`config.mk`:
```
export PLATFORM = sky130hd
export DESIGN_NAME = dtlb_ctrl_flat
export DESIGN_NICKNAME = d
export VERILOG_FILES = /design/src/dtlb_pkg.sv /design/src/dtlb_bus_if.sv /design/src/dtlb_ctrl.sv /design/src/flat_wrapper.sv
export SDC_FILE = /design/constraint.sdc
export NUM_CORES = 1
export LEC_CHECK = 0
export ABC_CLOCK_PERIOD_IN_PS = 2800
export BUFFER_PORTS_ARGS = -buffer_cell sky130_fd_sc_hd__buf_2
export CAP_MARGIN = 15
export CORE_AREA = 2 2 94 96
export CTS_BUF_LIST = sky130_fd_sc_hd__clkbuf_16
export CTS_CLUSTER_DIAMETER = 50
export DETAILED_ROUTE_END_ITERATION = 8
export DIE_AREA = 0 0 96 98
export GPL_ROUTABILITY_DRIVEN = 0
export PLACE_DENSITY_LB_ADDON = 0.12
export RECOVER_POWER = 50
export REMOVE_ABC_BUFFERS = 1
export SYNTH_ARGS = -nofsm -noshare
export SYNTH_HDL_FRONTEND = slang
export SYNTH_SLANG_ARGS = --single-unit
```
`constraint.sdc`:
```
create_clock -name clk -period 2.8 [get_ports clk]
set_clock_uncertainty 0.15 [all_clocks]
set_input_delay 0.14 -clock clk [delete_from_list [all_inputs] [get_ports clk]]
set_output_delay 0.14 -clock clk [all_outputs]
set_load 0.02 [all_outputs]
```
`src/dtlb_pkg.sv`:
```
// ========================================
// Data TLB sizes, entry and way result
// structs, controller states
// ========================================
`default_nettype none

package dtlb_pkg;

  localparam int way_count = 8;
  localparam int way_bits = $clog2(way_count);
  localparam int set_count = 16;
  localparam int set_bits = 4;  // Low bits of the tag
  localparam int tag_bits = 20; // Virtual page-pair tag
  localparam int asid_bits = 8;
  localparam int pte_bits = 16;
  localparam int age_bits = 3;
  localparam logic [age_bits-1:0] age_max = '1; // Oldest way, next victim

  // Global flag inside each page-table word
  localparam int pte_glob_bit = 1;

  typedef struct packed {
    logic                 valid;
    logic                 glob;
    logic [tag_bits-1:0]  tag;
    logic [asid_bits-1:0] asid;
    logic [pte_bits-1:0]  pte0;
    logic [pte_bits-1:0]  pte1;
    logic [pte_bits-1:0]  pte2;
  } dtlb_entry_t;

  // What one way reports for the current lookup
  typedef struct packed {
    logic                hit;
    logic [pte_bits-1:0] pte0;
    logic [pte_bits-1:0] pte1;
    logic [pte_bits-1:0] pte2;
    logic [age_bits-1:0] age;  // Age at the selected age set
  } way_result_t;

  typedef enum logic {
    st_init,  // Reset sweep of all sets
    st_run
  } ctrl_state_t;

endpackage

`default_nettype wire

```
`src/dtlb_bus_if.sv`:
```
// ========================================
// Broadcast bus from the TLB controller
// to every way
// ========================================
`timescale 1ns/1ps
`default_nettype none

interface dtlb_bus_if;

  logic [dtlb_pkg::tag_bits-1:0]  look_tag;
  logic [dtlb_pkg::asid_bits-1:0] look_asid;
  logic                           look_lru_en;

  logic                           wr_en;      // Already masked during the sweep
  logic                           wr_update;
  logic                           wr_invl;
  logic [dtlb_pkg::tag_bits-1:0]  wr_tag;
  logic [dtlb_pkg::asid_bits-1:0] wr_asid;
  logic [dtlb_pkg::pte_bits-1:0]  wr_data0;
  logic [dtlb_pkg::pte_bits-1:0]  wr_data1;
  logic [dtlb_pkg::pte_bits-1:0]  wr_data2;

  logic                           force_en;
  logic [dtlb_pkg::way_bits-1:0]  force_way;

  logic                           init;
  logic [dtlb_pkg::set_bits-1:0]  init_set;

  logic [dtlb_pkg::set_bits-1:0]  age_set;
  logic                           age_upd;

  modport ctrl (
    output look_tag, look_asid, look_lru_en,
    output wr_en, wr_update, wr_invl, wr_tag, wr_asid, wr_data0, wr_data1, wr_data2,
    output force_en, force_way, init, init_set, age_set, age_upd
  );

  modport way (
    input look_tag, look_asid, look_lru_en,
    input wr_en, wr_update, wr_invl, wr_tag, wr_asid, wr_data0, wr_data1, wr_data2,
    input force_en, force_way, init, init_set, age_set, age_upd
  );

endinterface

`default_nettype wire

```
`src/dtlb_ctrl.sv`:
```
// ========================================
// TLB controller: reset sweep FSM and
// driver of the broadcast bus
// ========================================
`timescale 1ns/1ps
`default_nettype none

module dtlb_ctrl (
  input  wire                           clk,
  input  wire                           rst,
  input  wire                           read_en,
  input  wire                           lru_en,
  input  wire [dtlb_pkg::tag_bits:0]    addr,  // Tag above the page-select bit
  input  wire [dtlb_pkg::asid_bits-1:0] asid,
  input  wire                           write_en,
  input  wire                           write_update,
  input  wire                           write_invl,
  input  wire [dtlb_pkg::tag_bits-1:0]  write_addr,
  input  wire [dtlb_pkg::asid_bits-1:0] write_asid,
  input  wire [dtlb_pkg::pte_bits-1:0]  write_data0,
  input  wire [dtlb_pkg::pte_bits-1:0]  write_data1,
  input  wire [dtlb_pkg::pte_bits-1:0]  write_data2,
  input  wire                           force_way_en,
  input  wire [dtlb_pkg::way_bits-1:0]  force_way,
  dtlb_bus_if.ctrl                      bus,
  output logic                          init_busy
);

  dtlb_pkg::ctrl_state_t         state;
  logic [dtlb_pkg::set_bits-1:0] init_cnt;
  logic                          running;
  logic                          wr_go;
  logic                          lru_go;

  always_ff @(posedge clk) begin
    if (rst) begin
      state    <= dtlb_pkg::st_init;
      init_cnt <= '0;
    end else if (state == dtlb_pkg::st_init) begin
      init_cnt <= init_cnt + 1'b1;
      if (&init_cnt) state <= dtlb_pkg::st_run;  // Last set swept
    end
  end

  assign running   = (state == dtlb_pkg::st_run);
  assign init_busy = ~running;
  assign wr_go     = write_en & running;
  assign lru_go    = read_en & lru_en & running;

  assign bus.look_tag    = addr[dtlb_pkg::tag_bits:1];
  assign bus.look_asid   = asid;
  assign bus.look_lru_en = lru_go;
  assign bus.wr_en       = wr_go;
  assign bus.wr_update   = write_update;
  assign bus.wr_invl     = write_invl;
  assign bus.wr_tag      = write_addr;
  assign bus.wr_asid     = write_asid;
  assign bus.wr_data0    = write_data0;
  assign bus.wr_data1    = write_data1;
  assign bus.wr_data2    = write_data2;
  assign bus.force_en    = force_way_en;
  assign bus.force_way   = force_way;
  assign bus.init        = ~running;
  assign bus.init_set    = init_cnt;

  // A write owns the age port, else the lookup set does
  assign bus.age_set = wr_go ? write_addr[dtlb_pkg::set_bits-1:0]
                             : addr[dtlb_pkg::set_bits:1];
  assign bus.age_upd = wr_go | lru_go;

  a_cnt_frozen_in_run : assert property (@(posedge clk) disable iff (rst)
    running |=> $stable(init_cnt))
    else $error("dtlb_ctrl: sweep counter moved outside the sweep");

endmodule

`default_nettype wire

```
`src/flat_wrapper.sv`:
```
// flat-port wrapper written by rule: the top's interface ports become plain ports
module dtlb_ctrl_flat 
  (clk, rst, read_en, lru_en, addr, asid, write_en, write_update, write_invl, write_addr, write_asid, write_data0, write_data1, write_data2, force_way_en, force_way, init_busy, bus_look_tag, bus_look_asid, bus_look_lru_en, bus_wr_en, bus_wr_update, bus_wr_invl, bus_wr_tag, bus_wr_asid, bus_wr_data0, bus_wr_data1, bus_wr_data2, bus_force_en, bus_force_way, bus_init, bus_init_set, bus_age_set, bus_age_upd);
  dtlb_bus_if bus_i ();
  input  wire clk;
  input  wire rst;
  input  wire read_en;
  input  wire lru_en;
  input  wire [dtlb_pkg::tag_bits:0] addr;
  input  wire [dtlb_pkg::asid_bits-1:0] asid;
  input  wire write_en;
  input  wire write_update;
  input  wire write_invl;
  input  wire [dtlb_pkg::tag_bits-1:0] write_addr;
  input  wire [dtlb_pkg::asid_bits-1:0] write_asid;
  input  wire [dtlb_pkg::pte_bits-1:0] write_data0;
  input  wire [dtlb_pkg::pte_bits-1:0] write_data1;
  input  wire [dtlb_pkg::pte_bits-1:0] write_data2;
  input  wire force_way_en;
  input  wire [dtlb_pkg::way_bits-1:0] force_way;
  output logic init_busy;
  output wire logic [$bits(bus_i.look_tag)-1:0] bus_look_tag;
  output wire logic [$bits(bus_i.look_asid)-1:0] bus_look_asid;
  output wire logic [$bits(bus_i.look_lru_en)-1:0] bus_look_lru_en;
  output wire logic [$bits(bus_i.wr_en)-1:0] bus_wr_en;
  output wire logic [$bits(bus_i.wr_update)-1:0] bus_wr_update;
  output wire logic [$bits(bus_i.wr_invl)-1:0] bus_wr_invl;
  output wire logic [$bits(bus_i.wr_tag)-1:0] bus_wr_tag;
  output wire logic [$bits(bus_i.wr_asid)-1:0] bus_wr_asid;
  output wire logic [$bits(bus_i.wr_data0)-1:0] bus_wr_data0;
  output wire logic [$bits(bus_i.wr_data1)-1:0] bus_wr_data1;
  output wire logic [$bits(bus_i.wr_data2)-1:0] bus_wr_data2;
  output wire logic [$bits(bus_i.force_en)-1:0] bus_force_en;
  output wire logic [$bits(bus_i.force_way)-1:0] bus_force_way;
  output wire logic [$bits(bus_i.init)-1:0] bus_init;
  output wire logic [$bits(bus_i.init_set)-1:0] bus_init_set;
  output wire logic [$bits(bus_i.age_set)-1:0] bus_age_set;
  output wire logic [$bits(bus_i.age_upd)-1:0] bus_age_upd;
  assign bus_look_tag = bus_i.look_tag;
  assign bus_look_asid = bus_i.look_asid;
  assign bus_look_lru_en = bus_i.look_lru_en;
  assign bus_wr_en = bus_i.wr_en;
  assign bus_wr_update = bus_i.wr_update;
  assign bus_wr_invl = bus_i.wr_invl;
  assign bus_wr_tag = bus_i.wr_tag;
  assign bus_wr_asid = bus_i.wr_asid;
  assign bus_wr_data0 = bus_i.wr_data0;
  assign bus_wr_data1 = bus_i.wr_data1;
  assign bus_wr_data2 = bus_i.wr_data2;
  assign bus_force_en = bus_i.force_en;
  assign bus_force_way = bus_i.force_way;
  assign bus_init = bus_i.init;
  assign bus_init_set = bus_i.init_set;
  assign bus_age_set = bus_i.age_set;
  assign bus_age_upd = bus_i.age_upd;
  dtlb_ctrl u_core (.clk(clk), .rst(rst), .read_en(read_en), .lru_en(lru_en), .addr(addr), .asid(asid), .write_en(write_en), .write_update(write_update), .write_invl(write_invl), .write_addr(write_addr), .write_asid(write_asid), .write_data0(write_data0), .write_data1(write_data1), .write_data2(write_data2), .force_way_en(force_way_en), .force_way(force_way), .bus(bus_i), .init_busy(init_busy));
endmodule
```
* Yosys cells after proc, flatten, opt, wreduce, memory -nomap -nowiden
Index checks and enable logic that the tools add are counted.
** Operators by class
- Bitwise logic cells :: 5
- $add $sub $neg :: 1
- Muxes and demuxes :: 3
- Reductions and logical operators :: 1
** Operator list (count)
- $add 4x1->4 const B :: 1
- $mux 4 :: 1
- $reduce_and 4->1 :: 1
- $and 1x1->1 :: 3
- $mux 1 :: 2
- $not 1->1 :: 1
- $or 1x1->1 :: 1
** Storage, ports and cells
- Output and inout bits :: 123
- Bits in registers :: 5

* Depth between registers and ports, before layout
Gate-level depths: netlist of run 1.
- Depth after elaboration :: 3
- Mapped depth :: 4
- Mapped depth without buffers :: 4

* Least setup slack after synthesis of run 1
OpenSTA, ideal clock, no wires.
- Path kind :: flip-flop to flip-flop
- Start point :: register u_core.init_cnt, in the netlist u_core.bus.init_set[0]
- End point :: register u_core.init_cnt, in the netlist u_core.bus.init_set[2]
- Stages on the path, launching flop included :: 5
- Arrival :: 1.010 ns
- Path slack :: 1.526 ns
- Buffers on the path :: 0
- Setup time :: 0.115 ns
- Cells stage by stage :: dfxtp_1 > ha_1 > nor2b_2 > xnor2_1 > nor2_1
** On the way
- Word-level cells in the longest chain between the ends :: 1
** Ends and longest elaborated chain
- start, declared :: RTL line dtlb_ctrl.sv:30 : logic [dtlb_pkg::set_bits-1:0] init_cnt;
- start signal, assigned :: RTL line dtlb_ctrl.sv:40 : init_cnt <= init_cnt + 1'b1;
- $add 4x1->4 :: RTL line dtlb_ctrl.sv:40
Every way passes these cells.
A chain may end at the register's enable or synchronous reset.

* Worst setup path after layout of run 1
- Start point :: register u_core.state (netlist: u_core.running)
- End point :: output bus_age_set[1]
** On the way
- Word-level cells in the longest chain between the ends :: 2
** Ends and longest elaborated chain
- start, declared :: RTL line dtlb_ctrl.sv:29 : dtlb_pkg::ctrl_state_t state;
- start signal, assigned :: RTL line dtlb_ctrl.sv:37 : state <= dtlb_pkg::st_init;
- start signal, assigned :: RTL line dtlb_ctrl.sv:41 : if (&init_cnt) state <= dtlb_pkg::st_run;
- $and 1x1->1 :: RTL line dtlb_ctrl.sv:47 : assign wr_go = write_en & running;
- $mux 4 :: RTL line dtlb_ctrl.sv:67 : assign bus.age_set = wr_go ? write_addr[dtlb_pkg::set_bits-1:0]
- end, declared :: RTL line flat_wrapper.sv:37 : output wire logic [$bits(bus_i.age_set)-1:0] bus_age_set;
Every way passes these cells.

==> impl_results.md, run 1 <==
* Post-Route WL at ~10,000 um
* Flops & latches, synth at 5
* Dpl hpwl at between 9000 and 10,000 um
* Pwr dens at roughly 540 nW/um2
* Worst hold path cell count at 0
* Max Cap Viol at 0
* Post-route setup TNS at 0 ns
* Clock sink count at 5
* CTS resizes at 0
* CTS buffer count at 3
* Pins Over Slew Limit at 0
* Fin nets at between 150 and 200
* I/O pin count at 239
* Die Footprint at 9410 um2
* Synthesized instance count at 140
* Worst vdd ir at approximately 0.00015 V
* Setup CP Type: reg -> out
* DR DRC count at 0
* Storage element area at roughly 100 um2
* Post-DR vias/cell at roughly 3.6
* Design Power at about 370 uW
* Fmax at between 0.5 and 0.6 GHz
* Via count at ~630
* Post-layout min period at 1.71 ns
* Wirelength per Cell at roughly 58 um
* Fill cell count at roughly 970
* Chip height at between 90 and 100 um
* Worst Hold Launch: write_addr[12]
* Crit path max fanout at 7
* Top cell type's share of synthesized area at about 73%
* Area contributors post-synth: buf_4 73%, dfxtp_1 8.7%, mux2_4 5.2%, nand4b_4 2.1%, nor2_1 1.6%
* Synth unique cells at 16
* Status: completed
* Drt pass-1 iters at 4
* FF-to-FF End: u_core.bus.init_set[3]
* Worst-path clk slew at ~0.030 ns
* Iteration-0 DRC Markers at 37
* CP Capture Type: output pin
* Final setup viols at 0
* Final ANT Viol Nets at 0
* N_diodes at 0
* Arr. time, crit path at around 1.4 ns
* Initial core utilization at ~14%
* YS warnings at 0
* Htree depth at 1
* Clock root buffer: clkbuf_16
* WHS Endpoint: bus_wr_tag[12]
* Sequential area share after synthesis at slightly below 9%
* Hold Crit Class: in -> out
* Relative slew slack at 72.0%
* Vias in the first global route at 631
* Flop-to-flop setup slack at between 1.5 and 2 ns
* Initial antenna violation count at 0
* Hold Vio Cnt, Final at 0
* Worst slew pin tran at ~0.42 ns
* GRT overflow at 0
* Worst reg2reg path startpoint: u_core.running
* Cell area after synthesis at around 1100 um2
* Core box area at 8470 um2
* Hold_ws at 0.130 ns
* CP Launch Type: register
* Area of the multi-input gates at 194 um2
* Leakage at between 0.0003 and 0.0004 uW
* CTS tree: done
* Required @ worst endpoint at about 2.5 ns
* Total GRT Usage at 20.6%
* Largest net degree at the start of global routing at 8
* Layout cell share with drive strength beyond 1 at between 60% and 70%
* Area Growth Syn to Fin at -39.7%
* Horiz. Die Dim at 96 um
* First-pass GRT wire length at between 10,000 and 15,000 um
* Port Buffers at 33
* Clock Tree Buf Depth at 2
* Syn avg cell area at 8.19 um2
* Synth area leader: buf_4
* RSZ-0062 raised after global routing: no
* Row count at 34
* Fin crit share at 61.1%
* Reg2Reg Depth at 3
* Clk_lat worst skew at about 0.23 ns
==> critical path, stage by stage, from the launching register on <==
cell and delay (ns):
dfxtp_1 0.57, nand2_4 0.14, mux2_4 0.32, buf_2 0.16
==> through the flow <==
step / cells / cell area, um2 / setup slack [ns] / util, %
2_1_floorplan: 28 / 302 / 1.42 / -
3_3_place_gp: 169 / 602 / 1.33 / 7.11
3_5_place_dp: 169 / 602 / 1.32 / 7.11
5_1_grt: 174 / 691 / 1.01 / 8.16
4_1_cts: 174 / 691 / 1.08 / 8.16
6_report: 174 / 691 / 1.09 / 8.16
==> routing by layer <==
layer  up-vias  global-route usage (%)  part of all wire [%]
met5         -                    5.00                     0
met1       236                    6.35                    11
met3        54                    19.4                    20
met2       166                    39.0                    56
met4         0                    21.2                    13
li1        173                       -                     -
==> how the worst max path moves through the flow <==
stage / end / depth (start not counted) / from / slack [ns]
after CTS: bus_age_set[1] / 3 / u_core.running / 1.08
after global routing: bus_age_set[1] / 3 / u_core.running / 1.01
after global placement: bus_age_set[1] / 3 / u_core.running / 1.33
final: bus_age_set[1] / 3 / u_core.running / 1.09
after detailed placement: bus_age_set[1] / 3 / u_core.running / 1.32
after floorplan: bus_age_upd / 2 / u_core.running / 1.42
==> cells by family after synthesis <==
| group | synth area share (%) |
|---|---|
| compound gates | 0.873 |
| xor+xnor | 2.29 |
| fa+ha+maj | 1.09 |
| buf+inv | 74.3 |
| flops | 8.73 |
| mux | 6.11 |
| simple gates | 6.55 |
==> sequential cells by signal, summed over array words and instances (netlist names) <==
name                 cells
u_core.bus.init_set      4
u_core.running           1
==> synthesized netlist by cell type (all sizes together) <==
library cell	count
nand2	1
inv	2
nor2	5
nor2b	1
xor2	2
nand3	1
a21oi	2
buf	112
nand4b	1
xnor2	1
ha	1
mux2i	1
dfxtp	5
and3	1
mux2	4
==> layout by cell type (no fill, tap or decap) <==
cell type and n:
nand2_4 1, a21oi_1 2, nand4b_4 1, inv_1 3, xnor2_1 1, mux2i_1 1
clkbuf_16 3, nor2_1 5, ha_1 1, and3_2 1, nor2b_2 1, dfxtp_1 5
dlygate4sd3_1 1, buf_2 33, nand3_1 1, mux2_4 4, xor2_1 2
==> what timing repair did <==
action                    4_1_cts  5_1_grt
hold buffers                    1        0
setup buffers                   0        0
hold endpoints to repair        1        0
==> report_power, final <==
part	leakage (uW)	internal, uW	switching (uW)
registers	0.0000409	75.6	6.48
logic	0.000280	24.2	32.2
clock network	0.0000423	185	49.7
==> layout make-up <==
cell class / count / area share, %
Multi-Input combinational cell: 21 / 28.1
Timing Repair Buffer: 34 / 25.4
Tap cell: 108 / 19.6
Sequential cell: 5 / 14.5
Clock buffer: 3 / 10.9
Inverter: 2 / 1.09
Clock inverter: 1 / 0.543
Note: power is estimated with default switching activity, not from simulation.
==> run 2, diff against run 1 <==
--- a/config.mk
+++ b/config.mk
@@ -5,14 +5,14 @@
 export SDC_FILE = /design/constraint.sdc
 export NUM_CORES = 1
 export LEC_CHECK = 0
-export ABC_CLOCK_PERIOD_IN_PS = 2800
+export ABC_CLOCK_PERIOD_IN_PS = 1700
 export BUFFER_PORTS_ARGS = -buffer_cell sky130_fd_sc_hd__buf_2
 export CAP_MARGIN = 15
-export CORE_AREA = 2 2 94 96
+export CORE_AREA = 2 2 92 94
 export CTS_BUF_LIST = sky130_fd_sc_hd__clkbuf_16
 export CTS_CLUSTER_DIAMETER = 50
 export DETAILED_ROUTE_END_ITERATION = 8
-export DIE_AREA = 0 0 96 98
+export DIE_AREA = 0 0 94 96
 export GPL_ROUTABILITY_DRIVEN = 0
 export PLACE_DENSITY_LB_ADDON = 0.12
 export RECOVER_POWER = 50
==> constraint.sdc (replaced) <==
create_clock -name clk -period 1.7 [get_ports clk]
set_clock_uncertainty 0.15 [all_clocks]
set_input_delay 0.085 -clock clk [delete_from_list [all_inputs] [get_ports clk]]
set_output_delay 0.085 -clock clk [all_outputs]
set_load 0.02 [all_outputs]
==> run 2 against run 1 <==
Die area decreased by 4.1%. Clock power increased by 63%. Sequential power increased by 64%. Sequential share of layout area decreased by 0.078 points. Clock-buffer cell count unchanged. Flip-flop and latch count unchanged. Final cell count decreased by 1.1%. Worst setup slack got worse by 0.85 ns.
==> impl_results.md, run 2 (same netlist as run 1, synthesis figures left out) <==
* Relative slew slack at 84.4% (was 72.0%)
* Core box area at 8050 um2 (was 8470 um2)
* Row count at 33 (was 34)
* Port Buffers at 33 (unchanged)
* Post-route setup TNS at 0 ns (unchanged)
* Clock root buffer: clkbuf_16 (unchanged)
* CTS resizes at 0 (unchanged)
* RSZ-0062 raised after global routing: no (unchanged)
* Worst Hold Launch: write_addr[10] (was write_addr[12])
* Leakage at 0.000369 uW (was 0.000363 uW)
* Vias in the first global route at 565 (was 631)
* Initial antenna violation count at 0 (unchanged)
* Hold Crit Class: in -> out (unchanged)
* Clock sink count at 5 (unchanged)
* Combinational share of power at 15.2% (was 15.1%)
* CP Launch Type: register (unchanged)
* Pwr dens at 881 nW/um2 (was 541 nW/um2)
* Critical Path Source: u_core.running (unchanged)
* Max reg flops at 4 (unchanged)
* Final worst slack at 0.239 ns (was 1.09 ns)
* Worst vdd ir at 0.000215 V (was 0.000147 V)
* Die Footprint at 9020 um2 (was 9410 um2)
* Switch Pwr at 142 uW (was 88.3 uW)
* Via count at 579 (was 629)
* N_diodes at 0 (unchanged)
* Wl on met1 at 1080 um (was 1120 um)
* Post-Route WL at 9690 um (was 10,100 um)
* Placed Cells at 167 (was 169)
* Crit path max fanout at 5 (was 7)
* Worst-path clk slew at 0.03 ns (about the same)
* Required @ worst endpoint at 1.46 ns (was 2.51 ns)
* Final ANT Viol Nets at 0 (unchanged)
* GRT overflow at 0 (unchanged)
* Place WS at 0.459 ns (was 1.32 ns)
* Area Growth Syn to Fin at -39.4% (was -39.7%)
* Worst slew pin tran at 0.234 ns (was 0.420 ns)
* Fin crit share at a little under nine tenths
* Largest net degree at the start of global routing at 6 (was 8)
* Initial core utilization at 14.2% (was 13.5%)
* Horiz. Die Dim at 94 um (was 96 um)
* Post-layout min period at approximately 1.5 ns
* Arr. time, crit path at 1.23 ns (was 1.42 ns)
* Met2 wire length at 5450 um (was 5640 um)
* Htree depth at 1 (unchanged)
* Fin nets at 185 (was 184)
* CP Capture Type: output pin (unchanged)
* Clock share of power at 62.8% (was 62.9%)
* Fmax at slightly below 0.7 GHz
* First-pass GRT wire length at 10,300 um (was 11,200 um)
* DR DRC count at 0 (unchanged)
* Max Cap Viol at 0 (unchanged)
* Post-DR vias/cell at 3.37 (was 3.61)
* Setup CP Type: reg -> out (unchanged)
* P_int at 469 uW (was 285 uW)
* Commonest non-fill, non-tap cell in the layout: buf_2 (unchanged)
* DR WL met3 at 2090 um (was 2050 um)
* Final std cells w/o fill at 172 (was 174)
* Most frequent cells in the layout: 33 x buf_2, 5 x nor2_1, 5 x dfxtp_1 (unchanged)
* Chip height at 96 um (was 98 um)
* Clk_lat worst skew at 0.23 ns (about the same)
* Hold Vio Cnt, Final at 0 (unchanged)
* Final instance area at 694 um2 (was 691 um2)
* Worst reg2reg path startpoint: u_core.bus.init_set[0] (was u_core.running)
* Final setup viols at 0 (unchanged)
* Clock Tree Buf Depth at 2 (unchanged)
* Iteration-0 DRC Markers at 24 (was 37)
* Final core occ at 8.62% (was 8.16%)
* Cell Area, Placed at 606 um2 (was 602 um2)
* Pins Over Slew Limit at 0 (unchanged)
* I/O pin count at 239 (unchanged)
* Layout cell share with drive strength beyond 1 at 67.2% (was 66.7%)
* Drt pass-1 iters at 2 (was 4)
* Power share of the sequential group at 22.0% (about the same)
* CTS buffer count at 3 (unchanged)
* DR top layer: met4 (unchanged)
* CTS tree: done (unchanged)
* Status: completed (unchanged)
* Sw frac at 23.3% (was 23.7%)
* Total GRT Usage at 20.2% (was 20.6%)
* Wirelength per Cell at 56.3 um (was 57.9 um)
run 2: cell count changes in the layout (fill, tap and decap cells not counted):
| cell | change |
|---|---|
| buf_4 | +1 |
run 2: worst max-delay path, cell delays in order, from the launching register on:
cell and delay, ns:
dfxtp_1 0.42, nand2_4 0.11, mux2_4 0.30, buf_2 0.16
run 2: area by class of cell:
class / instances / area [um2]
timing repair buffer: 35 / 183
multi-input combinational: 21 / 194
inverter: 2 / 7.51
sequential: 5 / 100
tap: 105 / 131
clock buffer: 3 / 75.1
fill: 950 / 7360
clock inverter: 1 / 3.75
run 2: per-stage QoR:
stage	hold slack (ns)	total power (uW)
floorplan	0.00407	170
global placement	0.0203	229
detailed placement	0.0203	229
CTS	0.0203	621
global route	0.0201	640
finish	0.0201	612
run 2: routing by layer:
metal,global-route usage [%],up-vias
met4,18.5,0
met3,21.1,40
met5,2.98,-
met2,39.3,147
li1,-,173
met1,6.52,219
run 2: timing repair:
action	CTS	global route
setup buffers	0	0
hold buffers	1	0
hold endpoints to repair	5	0
run 2: final timing paths:
path                                  to  slack [ns]  cells after the start
hold / removal            bus_wr_tag[10]        0.02                      0
setup / recovery          bus_age_set[1]        0.24                      3
hold reg to reg           u_core.running        0.37                      2
setup reg to reg  u_core.bus.init_set[2]        0.49                      4
run 2: power by group through the flow:
stage                     combinational [uW]  sequential, uW  clock (uW)
final                                   92.9             135         384
after CTS                               94.3             135         391
after global placement                  92.2             137           0
after detailed placement                92.3             137           0
after floorplan                         27.0             143           0
after global routing                     100             136         404
