### config.mk
export PLATFORM = sky130hd
export DESIGN_NAME = dtlb_merge
export DESIGN_NICKNAME = d
export VERILOG_FILES = /design/src/dtlb_pkg.sv /design/src/dtlb_merge.sv
export SDC_FILE = /design/constraint.sdc
export NUM_CORES = 1
export LEC_CHECK = 0
export BUFFER_PORTS_ARGS = -buffer_cell sky130_fd_sc_hd__buf_4
export CORE_AREA = 5 5 173 175
export DETAILED_ROUTE_END_ITERATION = 8
export DIE_AREA = 0 0 178 180
export SLEW_MARGIN = 20
export SYNTH_ARGS = -nofsm -noshare
export SYNTH_HDL_FRONTEND = slang
export SYNTH_SLANG_ARGS = --single-unit
### constraint.sdc
create_clock -name vclk -period 1.8
set_clock_uncertainty 0.1 [all_clocks]
set_input_delay 0.27 -clock vclk [all_inputs]
set_output_delay 0.27 -clock vclk [all_outputs]
set_load 0.005 [all_outputs]
### src/dtlb_pkg.sv
// ========================================
// Data TLB sizes, entry and way result
// structs, controller states
// ========================================
`default_nettype none

package dtlb_pkg;

  localparam int way_count = 8;
  localparam int way_bits = $clog2(way_count);
  localparam int set_count = 16;
  localparam int set_bits = 4;  // Low bits of the tag
  localparam int tag_bits = 20; // Virtual page-pair tag
  localparam int asid_bits = 8;
  localparam int pte_bits = 16;
  localparam int age_bits = 3;
  localparam logic [age_bits-1:0] age_max = '1; // Oldest way, next victim

  // Global flag inside each page-table word
  localparam int pte_glob_bit = 1;

  typedef struct packed {
    logic                 valid;
    logic                 glob;
    logic [tag_bits-1:0]  tag;
    logic [asid_bits-1:0] asid;
    logic [pte_bits-1:0]  pte0;
    logic [pte_bits-1:0]  pte1;
    logic [pte_bits-1:0]  pte2;
  } dtlb_entry_t;

  // What one way reports for the current lookup
  typedef struct packed {
    logic                hit;
    logic [pte_bits-1:0] pte0;
    logic [pte_bits-1:0] pte1;
    logic [pte_bits-1:0] pte2;
    logic [age_bits-1:0] age;  // Age at the selected age set
  } way_result_t;

  typedef enum logic {
    st_init,  // Reset sweep of all sets
    st_run
  } ctrl_state_t;

endpackage

`default_nettype wire

### src/dtlb_merge.sv
// ========================================
// Merge of per-way results into hit, way
// number, data pair and reference age
// ========================================
`timescale 1ns/1ps
`default_nettype none

module dtlb_merge (
  input  wire dtlb_pkg::way_result_t [dtlb_pkg::way_count-1:0] results,
  input  wire                                                  init,
  input  wire                                                  read_sel,  // Page select
  input  wire                                                  write_active,
  output logic                                                 read_hit,
  output logic [dtlb_pkg::way_bits-1:0]                        read_way,
  output logic [dtlb_pkg::pte_bits-1:0]                        read_data,
  output logic [dtlb_pkg::pte_bits-1:0]                        read_data_next,
  output logic [dtlb_pkg::age_bits-1:0]                        ref_age
);

  logic [dtlb_pkg::way_count-1:0] hit_vec;
  logic [dtlb_pkg::way_bits-1:0]  way_or;
  logic [dtlb_pkg::pte_bits-1:0]  word0;
  logic [dtlb_pkg::pte_bits-1:0]  word1;
  logic [dtlb_pkg::pte_bits-1:0]  word2;
  logic [dtlb_pkg::age_bits-1:0]  hit_age;

  // Only the hitting way contributes, so the OR is a mux
  always_comb begin
    hit_vec = '0;
    way_or  = '0;
    word0   = '0;
    word1   = '0;
    word2   = '0;
    hit_age = '0;
    for (int i = 0; i < dtlb_pkg::way_count; i++) begin
      hit_vec[i] = results[i].hit & ~init;
      if (hit_vec[i]) begin
        way_or  |= i[dtlb_pkg::way_bits-1:0];
        word0   |= results[i].pte0;
        word1   |= results[i].pte1;
        word2   |= results[i].pte2;
        hit_age |= results[i].age;
      end
    end
  end

  assign read_hit = |hit_vec;
  assign read_way = way_or;

  // Odd page starts one word further in the pair
  assign read_data      = read_sel ? word1 : word0;
  assign read_data_next = read_sel ? word2 : word1;

  // Replacement write uses the oldest way, a miss leaves ages alone
  assign ref_age = write_active ? dtlb_pkg::age_max : hit_age;

  always_comb begin
    a_single_hit : assert final ((init !== 1'b0) || $onehot0(hit_vec))
      else $error("dtlb_merge: more than one way hit, ways %b", hit_vec);
  end

endmodule

`default_nettype wire

=== Yosys cells after proc, flatten, opt, wreduce, memory -nomap -nowiden ===
Cells that the tools add are included.

* Flip-flop bits (word level): 0
* Bits in latches: 0
* RAM bits: 0
* ROM bits: 0
* Output and inout port bits: 39
* Logic and storage cells: 80
* Memories: 0

* $add $sub $neg: 0
* Multiply operators: 0
* Divide/modulo/power cells: 0
* $lt $le $gt $ge: 0
* Eq/ne operators: 0
* Shifts and indexed selects: 0
* Mux-type cells: 42
* Bitwise gates (word level): 37
* Reductions and logical operators: 1

{| class="wikitable"
|+ Operator list
! operator !! count
|-
| 2-to-1 mux 16 bit || 26
|-
| bitwise OR 16 bit || 21
|-
| 2-to-1 mux 3 bit || 13
|-
| bitwise OR 3 bit || 7
|-
| bitwise AND 1 bit || 8
|-
| OR reduction 8 bit || 1
|-
| 2-to-1 mux 2 bit || 2
|-
| 2-to-1 mux 1 bit || 1
|-
| inverter 1 bit || 1
|}

=== Longest topological paths before layout ===
Gate-level depths: netlist (run 1).

* Word-level depth: 18
* Mapped depth: 7
* Mapped depth without buffers: 4

=== Worst setup path after synthesis (run 1) ===
OpenSTA, ideal clock, no wires.

* Path type: input-to-output
* From: input results[311] in the netlist's numbering
* To: output read_data[13] in the netlist's numbering
* Data arrival time: 1.421 ns
* Required time: 1.430 ns
* Setup slack: 0.009 ns
* Stages: 7
* Cells stage by stage: buf_2 nor2b_1 buf_2 clkbuf_1 a22oi_1 nand4_1 mux2_2

* Cells in the longest elaborated chain, start to end: 7
* Elaborated cells between the ends (all ways): 12
* Those cells by class: mux: 7; bitwise: 5

{| class="wikitable"
|+ Ends and longest elaborated chain
! item !! RTL line !! source
|-
| start: declaration || dtlb_merge.sv:9 || <nowiki>input wire dtlb_pkg::way_result_t [dtlb_pkg::way_count-1:0] results,</nowiki>
|-
| bitwise AND 1 bit (*) || dtlb_merge.sv:36 || <nowiki>hit_vec[i] = results[i].hit & ~init;</nowiki>
|-
| 2-to-1 mux 16 bit || dtlb_merge.sv:37 || <nowiki>if (hit_vec[i]) begin</nowiki>
|-
| bitwise OR 16 bit (on tied branches) || dtlb_merge.sv:39, dtlb_merge.sv:40 ||
|-
| 2-to-1 mux 16 bit || dtlb_merge.sv:37 ||
|-
| bitwise OR 16 bit (on tied branches) || dtlb_merge.sv:39, dtlb_merge.sv:40 ||
|-
| 2-to-1 mux 16 bit || dtlb_merge.sv:37 ||
|-
| 2-to-1 mux 16 bit (*) || dtlb_merge.sv:51 || <nowiki>assign read_data = read_sel ? word1 : word0;</nowiki>
|-
| end: declaration || dtlb_merge.sv:15 || <nowiki>output logic [dtlb_pkg::pte_bits-1:0] read_data,</nowiki>
|}

Mark *: on every way between the ends. The rest lies on a longest branch, timed or not.

=== Worst setup path in the final report (run 1) ===
* From: input init
* To: output read_data_next[12] in the netlist's numbering

* Cells in the longest elaborated chain, start to end: 18
* Elaborated cells between the ends (all ways): 40
* Those cells by class: mux: 17; bitwise: 23

{| class="wikitable"
|+ Ends and longest elaborated chain
! item !! RTL line !! source
|-
| start: declaration || dtlb_merge.sv:10 || <nowiki>input wire init,</nowiki>
|-
| inverter 1 bit (*) || dtlb_merge.sv:36 ||
|-
| bitwise AND 1 bit || dtlb_merge.sv:36 ||
|-
| 2-to-1 mux 16 bit || dtlb_merge.sv:37 ||
|-
| bitwise OR 16 bit (on tied branches) || dtlb_merge.sv:40, dtlb_merge.sv:41 ||
|-
| 2-to-1 mux 16 bit || dtlb_merge.sv:37 ||
|-
| bitwise OR 16 bit (on tied branches) || dtlb_merge.sv:40, dtlb_merge.sv:41 ||
|-
| 2-to-1 mux 16 bit || dtlb_merge.sv:37 ||
|-
| bitwise OR 16 bit (on tied branches) || dtlb_merge.sv:40, dtlb_merge.sv:41 ||
|-
| [2 not listed] || - ||
|-
| 2-to-1 mux 16 bit || dtlb_merge.sv:37 ||
|-
| bitwise OR 16 bit (on tied branches) || dtlb_merge.sv:40, dtlb_merge.sv:41 ||
|-
| 2-to-1 mux 16 bit || dtlb_merge.sv:37 ||
|-
| bitwise OR 16 bit (on tied branches) || dtlb_merge.sv:40, dtlb_merge.sv:41 ||
|-
| 2-to-1 mux 16 bit || dtlb_merge.sv:37 ||
|-
| bitwise OR 16 bit (on tied branches) || dtlb_merge.sv:40, dtlb_merge.sv:41 ||
|-
| 2-to-1 mux 16 bit || dtlb_merge.sv:37 ||
|-
| 2-to-1 mux 16 bit (*) || dtlb_merge.sv:52 || <nowiki>assign read_data_next = read_sel ? word2 : word1;</nowiki>
|-
| end: declaration || dtlb_merge.sv:16 || <nowiki>output logic [dtlb_pkg::pte_bits-1:0] read_data_next,</nowiki>
|}

Marked as above.

==> metrics.md, run 1 <==
| Metric | Value |
|---|---|
| Status | finished, violations left |
| Failing checks | negative setup slack |
| Fin. max-slew vios | 0 |
| Clock power frac | 0 |
| Nets@finish | 1300 |
| Initial antenna violation count | 1 |
| Std-Cell Rows | 62 |
| WP data arrival | 1740 ps |
| Final Critical Period | 2110 ps |
| Xor/xnor share of the synthesized area | 0 |
| Pwr dens | 280 mW/mm2 |
| Port Buffer Count | 458 |
| Leakage | 3.88 nW |
| Sequential Power Share | 0 |
| N_diodes | 0 |
| Final GP Congestion | 0.929 |
| Pint | 1.41 mW |
| Setup slack at placement | -689 ps |
| Synthesized area per cell | 7.18 um2 |
| FF+latch area | 0 um2 |
| Mapped Cells | 355 |
| Crit Path Category | primary input to primary output |
| Max_slew headroom | 0.648 |
| HP Class | primary input to primary output |
| DR WL/cell | 27.0 um |
| Hold Violations, Final | 0 |
| CP Capture Type | primary output |
| Main combinational cell family by area after synthesis | compound AO/OA/AOI/OAI gates |
| Vias in the first global route | 6541 |
| WP data required | 1430 ps |
| DRT Wirelength | 34100 um |
| Sequential cell count | 0 |
| Final WS setup | -307 ps |
| Compound-Gate Fraction of Synth Area | 0.729 |
| Worst-margin pin slew | 524 ps |
| Via count of the routed design | 6024 |
| Worst-path fanout max | 13 |
| First-pass GRT wire length | 45900 um |
| Unrepaired setup endpoints after global routing | true |
| Setup violators final | 38 |
| Vias per cell | 4.77 |
| Ys Warns | 0 |
| Layout cells sized above 1 | 0.796 |
| Final core utilization | 0.299 |
| Synth unique cells | 20 |
| Post-synthesis sequential area ratio | 0 |
| Post-synthesis simple-gate area fraction | 0.102 |
| Critical Path Start Type | primary input |
| Combinational Power Share | 1.000 |
| Adder-cell share of the synthesized area | 0 |
| DRC | 0 |
| Fmax achieved | 475 MHz |
| Hold Buf Count CTS | 0 |
| Pin count of the biggest net entering global routing | 23 |
| # clk buffers | 0 |
| Iter 0 DRT Violations | 309 |
| Detailed placer's ending HPWL | 27500 um |
| Net Sw Frac | 0.404 |
| Post-Synthesis Net Count | 774 |
| Die W | 178 um |
| Remaining Overflow, GRT | 0 |
| Switch Pwr | 0.958 mW |
| I/O pins | 458 |
| Core area | 0.0283 mm2 |
| VDD IR max | 0.000125 V |
| Area grow syn2layout | 232% |
| Die span in y | 180 um |
| # Max-Cap Violations | 0 |
| Post-Syn Area | 0.00255 mm2 |
| Die area | 0.0320 mm2 |
| Starting density of the core | 0.0901 |
| Antenna-violating nets left | 0 |
| Global Route Usage Sum | 0.195 |
| Post-synthesis mux area share | 0.0707 |
| 1st-pass router iterations | 5 |
| Crit share post-route | 1.17 |
==> cells in the final DEF (no fill, tap or decap), types with 4 or more instances in the layout <==
master / n
a221oi_1: 12
a221oi_2: 21
a22o_1: 34
a22oi_1: 75
a22oi_2: 53
a31oi_1: 12
a41oi_1: 8
a41oi_2: 8
buf_12: 20
buf_4: 482
buf_6: 60
buf_8: 11
mux2_4: 15
nand4_1: 16
nor2_1: 12
nor2_2: 4
nor2b_4: 9
==> metal layers <==
layer	track usage	up-vias	wire [um]
li1	-	2656	-
met4	0.0272	2	577
met1	0.228	2926	12900
met2	0.371	404	17900
met5	0	-	20
met3	0.0357	36	2720
==> path summary, 6_finish.rpt <==
path / start / to / slack, ps / cells after the start
min: results[53] / ref_age[1] / 740 / 4
max: init / read_data_next[12] / -310 / 7
==> power groups by stage <==
stage	registers, mW	clock network [mW]	logic, mW
floorplan	0	0	0.557
global placement	0	0	1.93
detailed placement	0	0	1.93
CTS	0	0	2.33
global route	0	0	2.50
finish	0	0	2.37
==> logic make-up after synthesis <==
family          count (synthesis)
mux                            16
simple gates                   48
buf+inv                        55
compound gates                236
==> synth_stat cells <==
cell type / number / share of area
a31oi_1: 16 / 0.039
nand3_1: 3 / 0.0059
a21oi_1: 3 / 0.0059
mux2_2: 16 / 0.071
a41oi_1: 16 / 0.055
buf_4: 1 / 0.0029
nor2b_1: 8 / 0.020
buf_2: 26 / 0.051
clkbuf_1: 26 / 0.038
or4_1: 3 / 0.0088
a22o_1: 35 / 0.12
nand4_1: 16 / 0.039
buf_1: 1 / 0.0015
a222oi_1: 3 / 0.012
nor4_1: 1 / 0.0025
buf_6: 1 / 0.0044
nor2_1: 16 / 0.024
nand2b_1: 1 / 0.0025
a221oi_1: 35 / 0.12
a22oi_1: 128 / 0.38
==> area by class of cell <==
type | count | area [um2]
fillers | 2985 | 19800
repair buffers | 577 | 4970
well taps | 384 | 480
multi-input cells | 302 | 3020
==> worst max-delay path: stages <==
cell and delay, ps:
buf_16 130, nor2b_4 420, buf_8 230, a22o_1 170, a221oi_2 40, a31oi_1 290, buf_4 170
==> repair_timing <==
action,4_1_cts,5_1_grt
resized for setup,178,31
setup buffers,34,6
pin swaps,54,23
gates cloned,6,0
endpoints found under the setup margin,39,38
==> per-stage QoR <==
step	hold WS [ps]	power (mW)	TNS (ps)	std cells	area (um2)
floorplan	525	0.557	0	355	2550
global placement	762	1.93	-17870	1228	7060
detailed placement	755	1.93	-19220	1228	7060
CTS	740	2.33	-7540	1259	8310
global route	773	2.50	-8700	1263	8470
finish	737	2.37	-6950	1263	8470
Note: power is estimated with default switching activity, not from simulation.
==> run 2: changes to the inputs <==
--- a/config.mk
+++ b/config.mk
@@ -6,10 +6,10 @@
 export NUM_CORES = 1
 export LEC_CHECK = 0
 export BUFFER_PORTS_ARGS = -buffer_cell sky130_fd_sc_hd__buf_4
-export CORE_AREA = 5 5 173 175
+export CORE_AREA = 5 5 174 176
 export DETAILED_ROUTE_END_ITERATION = 8
-export DIE_AREA = 0 0 178 180
-export SLEW_MARGIN = 20
+export DIE_AREA = 0 0 179 181
 export SYNTH_ARGS = -nofsm -noshare
 export SYNTH_HDL_FRONTEND = slang
 export SYNTH_SLANG_ARGS = --single-unit
+export TNS_END_PERCENT = 20
==> constraint.sdc (replaced) <==
create_clock -name vclk -period 2
set_clock_uncertainty 0.1 [all_clocks]
set_input_delay 0.3 -clock vclk [all_inputs]
set_output_delay 0.3 -clock vclk [all_outputs]
set_load 0.005 [all_outputs]
==> metrics.md, run 2 (same netlist as run 1, synthesis figures left out) <==
| Metric | Value |
|---|---|
| # clk buffers | 0 (unchanged) |
| CP Capture Type | primary output (unchanged) |
| Antenna-violating nets left | 0 (unchanged) |
| Die span in y | 181 um (was 180 um) |
| Final instance area | 0.00841 mm2 (was 0.00847 mm2) |
| Via count of the routed design | 6110 (was 6024) |
| Final Critical Period | 2050 ps |
| Area grow syn2layout | 230% (was 232%) |
| Failing checks | negative setup slack (unchanged) |
| Initial antenna violation count | 1 (unchanged) |
| Leakage | 3.82 nW (was 3.88 nW) |
| Pwr dens | 249 mW/mm2 (was 280 mW/mm2) |
| DRT Wirelength | 33800 um (was 34100 um) |
| Commonest non-fill, non-tap cell in the layout | buf_4 (unchanged) |
| Pin count of the biggest net entering global routing | 28 (was 23) |
| Setup violators final | 15 (was 38) |
| Placed insts | 1234 (was 1228) |
| Hold Violations, Final | 0 (unchanged) |
| Layout cells sized above 1 | 0.801 (was 0.796) |
| DR WL/cell | 26.9 um (was 27.0 um) |
| Final WS setup | -48.1 ps (was -307 ps) |
| Critical Path Start Type | primary input (unchanged) |
| Detailed placer's ending HPWL | 27900 um (was 27500 um) |
| Status | finished, violations left (unchanged) |
| HP Class | primary input to primary output (unchanged) |
| I/O pins | 458 (unchanged) |
| Std-Cell Rows | 62 (unchanged) |
| Global Route Usage Sum | 0.186 (was 0.195) |
| Worst-path fanout max | 6 (was 13) |
| Max_slew headroom | 0.718 (was 0.648) |
| # Max-Cap Violations | 0 (unchanged) |
| WP data arrival | 1650 ps (was 1740 ps) |
| FF+latch area | 0 um2 (unchanged) |
| Unrepaired setup endpoints after global routing | true (unchanged) |
| Vias per cell | 4.85 (was 4.77) |
| Non-filler cells, final | 1259 (was 1263) |
| WP data required | 1600 ps (was 1430 ps) |
| Nets@finish | 1295 (was 1300) |
| Hold Buf Count CTS | 0 (unchanged) |
| Port Buffer Count | 458 (unchanged) |
| Final GP Congestion | 0.903 (was 0.929) |
| 1st-pass router iterations | 7 (was 5) |
| Most frequent cells in the layout | buf_4 (502), a22oi_1 (74), a22oi_2 (54) (was buf_4 (482), a22oi_1 (75), buf_6 (60)) |
| Fillers | 3025 (was 2985) |
| Crit share post-route | 1.02 |
| Die W | 179 um (was 178 um) |
| Remaining Overflow, GRT | 0 (unchanged) |
| Fin. max-slew vios | 0 (unchanged) |
| Die area | 0.0324 mm2 (was 0.0320 mm2) |
| Starting density of the core | 0.0896 (was 0.0901) |
| First-pass GRT wire length | 44100 um (was 45900 um) |
| Cell Area, Placed | 0.00719 mm2 (was 0.00706 mm2) |
| Core area | 0.0285 mm2 (was 0.0283 mm2) |
| Worst-margin pin slew | 417 ps (was 524 ps) |
| Setup slack at placement | -317 ps (was -689 ps) |
| Fmax achieved | 488 MHz |
| Vias in the first global route | 6458 (was 6541) |
| Crit Path Category | primary input to primary output (unchanged) |
| Final core utilization | 0.295 (was 0.299) |
| Iter 0 DRT Violations | 368 (was 309) |
| VDD IR max | 0.0000896 V (was 0.000125 V) |
| Sequential cell count | 0 (unchanged) |
| DRC | 0 (unchanged) |
[run 2: cell count changes in the layout (fill, tap and decap cells not counted), moves of 5 or more]
cell     change
buf_6       -27
buf_4       +20
buf_8        -5
buf_12       +7
mux2_2       +6
mux2_4       -6
a41oi_2      +5
a41oi_1      -5
[run 2: final timing paths]
| kind | endpoint | startpoint | cells after the start | slack (ps) |
|---|---|---|---|---|
| setup / recovery | read_data[15] | init | 9 | -50 |
| hold / removal | ref_age[2] | results[262] | 4 | 780 |
[run 2: power breakdown]
group	internal, mW	switching, mW	total, mW	leakage [nW]
Clock	0.0000000677	0	0.0000000677	0.00000634
Combinational	1.24	0.846	2.09	3.82
Sequential	0	0	0	0
Total	1.24	0.846	2.09	3.82
[run 2: final cells by class]
cell class | count | area, um2 | share of cell area
Multi-Input combinational cell | 301 | 3020 | 0.359
Tap cell | 384 | 480 | 0.0571
Antenna cell | 1 | 2.50 | 0.000298
Timing Repair Buffer | 573 | 4910 | 0.584
[run 2: what timing repair did]
action	in CTS	in global routing
resized for setup	82	99
setup buffers	16	5
setup endpoints to repair	38	36
hold endpoints to repair	0	0
pin swaps	19	33
gates cloned	4	1
[run 2: through the flow]
step | setup TNS, ps | power (mW) | hold WS [ps]
after floorplan | 0 | 0.502 | 585
after global placement | -8500 | 1.75 | 786
after detailed placement | -8510 | 1.76 | 784
after CTS | -878 | 1.94 | 783
after global routing | -1220 | 2.21 | 811
final | -197 | 2.09 | 781
[run 2: critical path, cell delays in order]
cell,delay [ps]
buf_16,110
buf_8,110
nor2b_4,40
buf_12,140
buf_12,140
a22oi_2,130
nand4_1,210
mux2_4,330
buf_6,120
[run 2: layer usage]
metal,track usage,vias to the layer above,wire length (um)
met5,0,-,0
met4,0.0375,0,1160
met3,0.0395,63,2830
met2,0.328,422,16100
met1,0.232,2973,13700
li1,-,2652,-
==> run 3: changes to the inputs <==
--- a/config.mk
+++ b/config.mk
@@ -6,9 +6,10 @@
 export NUM_CORES = 1
 export LEC_CHECK = 0
 export BUFFER_PORTS_ARGS = -buffer_cell sky130_fd_sc_hd__buf_4
-export CORE_AREA = 5 5 174 176
+export CAP_MARGIN = 20
+export CORE_AREA = 2 2 176 178
 export DETAILED_ROUTE_END_ITERATION = 8
-export DIE_AREA = 0 0 179 181
+export DIE_AREA = 0 0 178 180
 export SYNTH_ARGS = -nofsm -noshare
 export SYNTH_HDL_FRONTEND = slang
 export SYNTH_SLANG_ARGS = --single-unit
==> metrics.md, run 3 (same netlist as run 1, synthesis figures left out) <==
| Metric | Value |
|---|---|
| Status | finished, violations left (unchanged) |
| Failing checks | negative setup slack (unchanged) |
| Final core utilization | 0.282 (was 0.295) |
| DRT Wirelength | 32600 um (was 33800 um) |
| Sequential cell count | 0 (unchanged) |
| Setup slack at placement | -356 ps (was -317 ps) |
| Worst-path cell chain | buf_8 > nor2b_4 > buf_4 > buf_6 > a22o_1 > a221oi_2 > a31oi_4 > buf_4 (was buf_16 > buf_8 > nor2b_4 > buf_12 > buf_12 > a22oi_2 > nand4_1 > mux2_4 > buf_6) |
| WP data required | 1600 ps (about the same) |
| Worst-path fanout max | 6 (unchanged) |
| CP max-delay cell | a221oi_2 (was mux2_4) |
| Final GP Congestion | 0.904 (was 0.903) |
| Max_slew headroom | 0.741 (was 0.718) |
| Final Critical Period | 2030 ps (was 2050 ps) |
| Final WS setup | -32.1 ps (was -48.1 ps) |
| Slowest cell delay on critical path | 270 ps (was 330 ps) |
| Antenna-violating nets left | 0 (unchanged) |
| Iter 0 DRT Violations | 228 (was 368) |
| # clk buffers | 0 (unchanged) |
| 1st-pass router iterations | 5 (was 7) |
| Hold Buf Count CTS | 0 (unchanged) |
| Starting density of the core | 0.0845 (was 0.0896) |
| Area grow syn2layout | 234% (was 230%) |
| Pwr dens | 246 mW/mm2 (was 249 mW/mm2) |
| Vias in the first global route | 6342 (was 6458) |
| Die area | 0.0320 mm2 (was 0.0324 mm2) |
| # Max-Cap Violations | 0 (unchanged) |
| Crit share post-route | 1.02 (about the same) |
| Worst-margin pin slew | 387 ps (was 417 ps) |
| Std-Cell Rows | 64 (was 62) |
| Die span in y | 180 um (was 181 um) |
| I/O pins | 458 (unchanged) |
| Leakage | 3.88 nW (was 3.82 nW) |
| Initial antenna violation count | 2 (was 1) |
| Layout cells sized above 1 | 0.800 (was 0.801) |
| FF+latch area | 0 um2 (unchanged) |
| Detailed placer's ending HPWL | 25200 um (was 27900 um) |
| Commonest non-fill, non-tap cell in the layout | buf_4 (unchanged) |
| Pin count of the biggest net entering global routing | 21 (was 28) |
| Nets@finish | 1305 (was 1295) |
| Via count of the routed design | 5984 (was 6110) |
| Crit Path Category | primary input to primary output (unchanged) |
| Unrepaired setup endpoints after global routing | true (unchanged) |
| Setup violators final | 3 (was 15) |
| Remaining Overflow, GRT | 0 (unchanged) |
| Vias per cell | 4.67 (was 4.85) |
| Core area | 0.0302 mm2 (was 0.0285 mm2) |
| First-pass GRT wire length | 41900 um (was 44100 um) |
| Critical Path Start Type | primary input (unchanged) |
| Most frequent cells in the layout | buf_4 (515), a22oi_1 (79), a22oi_2 (49) (was buf_4 (502), a22oi_1 (74), a22oi_2 (54)) |
| Hold Violations, Final | 0 (unchanged) |
| WP data arrival | 1630 ps (was 1650 ps) |
| Global Route Usage Sum | 0.179 (was 0.186) |
| DR WL/cell | 25.4 um (was 26.9 um) |
| HP Class | primary input to primary output (unchanged) |
| VDD IR max | 0.0000836 V (was 0.0000896 V) |
| CP Capture Type | primary output (unchanged) |
| Fin. max-slew vios | 0 (unchanged) |
| DRC | 0 (unchanged) |
| Most used cell, CP | buf_4 (was buf_12) |
| Die W | 178 um (was 179 um) |
| Fmax achieved | 492 MHz (was 488 MHz) |
| Port Buffer Count | 458 (unchanged) |
[run 3: layer usage]
layer	up-vias	global-route usage	routed length (um)
li1	2673	-	-
met1	2891	0.222	13600
met2	387	0.322	16300
met3	33	0.0235	2180
met4	0	0.0426	529
met5	-	0	0
[run 3: per-stage QoR]
step	TNS, ps	hold slack (ps)	total power [mW]	std cells	cell area (um2)
after floorplan	0	585	0.502	355	2550
after global placement	-4580	775	1.76	1246	7300
after detailed placement	-5160	787	1.76	1246	7300
after CTS	-245	778	1.91	1265	7840
after global routing	-634	810	2.22	1282	8520
final	-81.6	785	2.10	1282	8520
[run 3: final timing paths]
kind                         start  depth (start not counted)           endpoint
worst max-delay path  results[363]                          8  read_data_next[0]
worst min-delay path  results[262]                          4         ref_age[2]
[run 3: power breakdown]
| group | total [mW] | switching, mW | internal (mW) |
|---|---|---|---|
| clock | 0.000000134 | 0 | 0.000000134 |
| sequential | 0 | 0 | 0 |
| combinational | 2.10 | 0.838 | 1.26 |
[run 3: layout make-up]
cell class                 instances  area, um2
antenna                            2       5.00
fill                            3192      21700
multi-input combinational        302       3020
tap                              396        495
timing repair buffer             582       5000
[run 3: worst max-delay path, delay by kind of cell]
| kind | cells | cell delay [ps] |
|---|---|---|
| buffers and inverters | 4 | 540 |
| AND/OR/NAND/NOR | 1 | 150 |
| AO/OA/AOI/OAI | 3 | 640 |
[run 3: timing repair]
action	CTS	global route
setup buffers	15	15
gates resized for setup	60	109
pin swaps	16	56
setup endpoints to repair	37	36
gates cloned	5	2
hold endpoints to repair	0	0
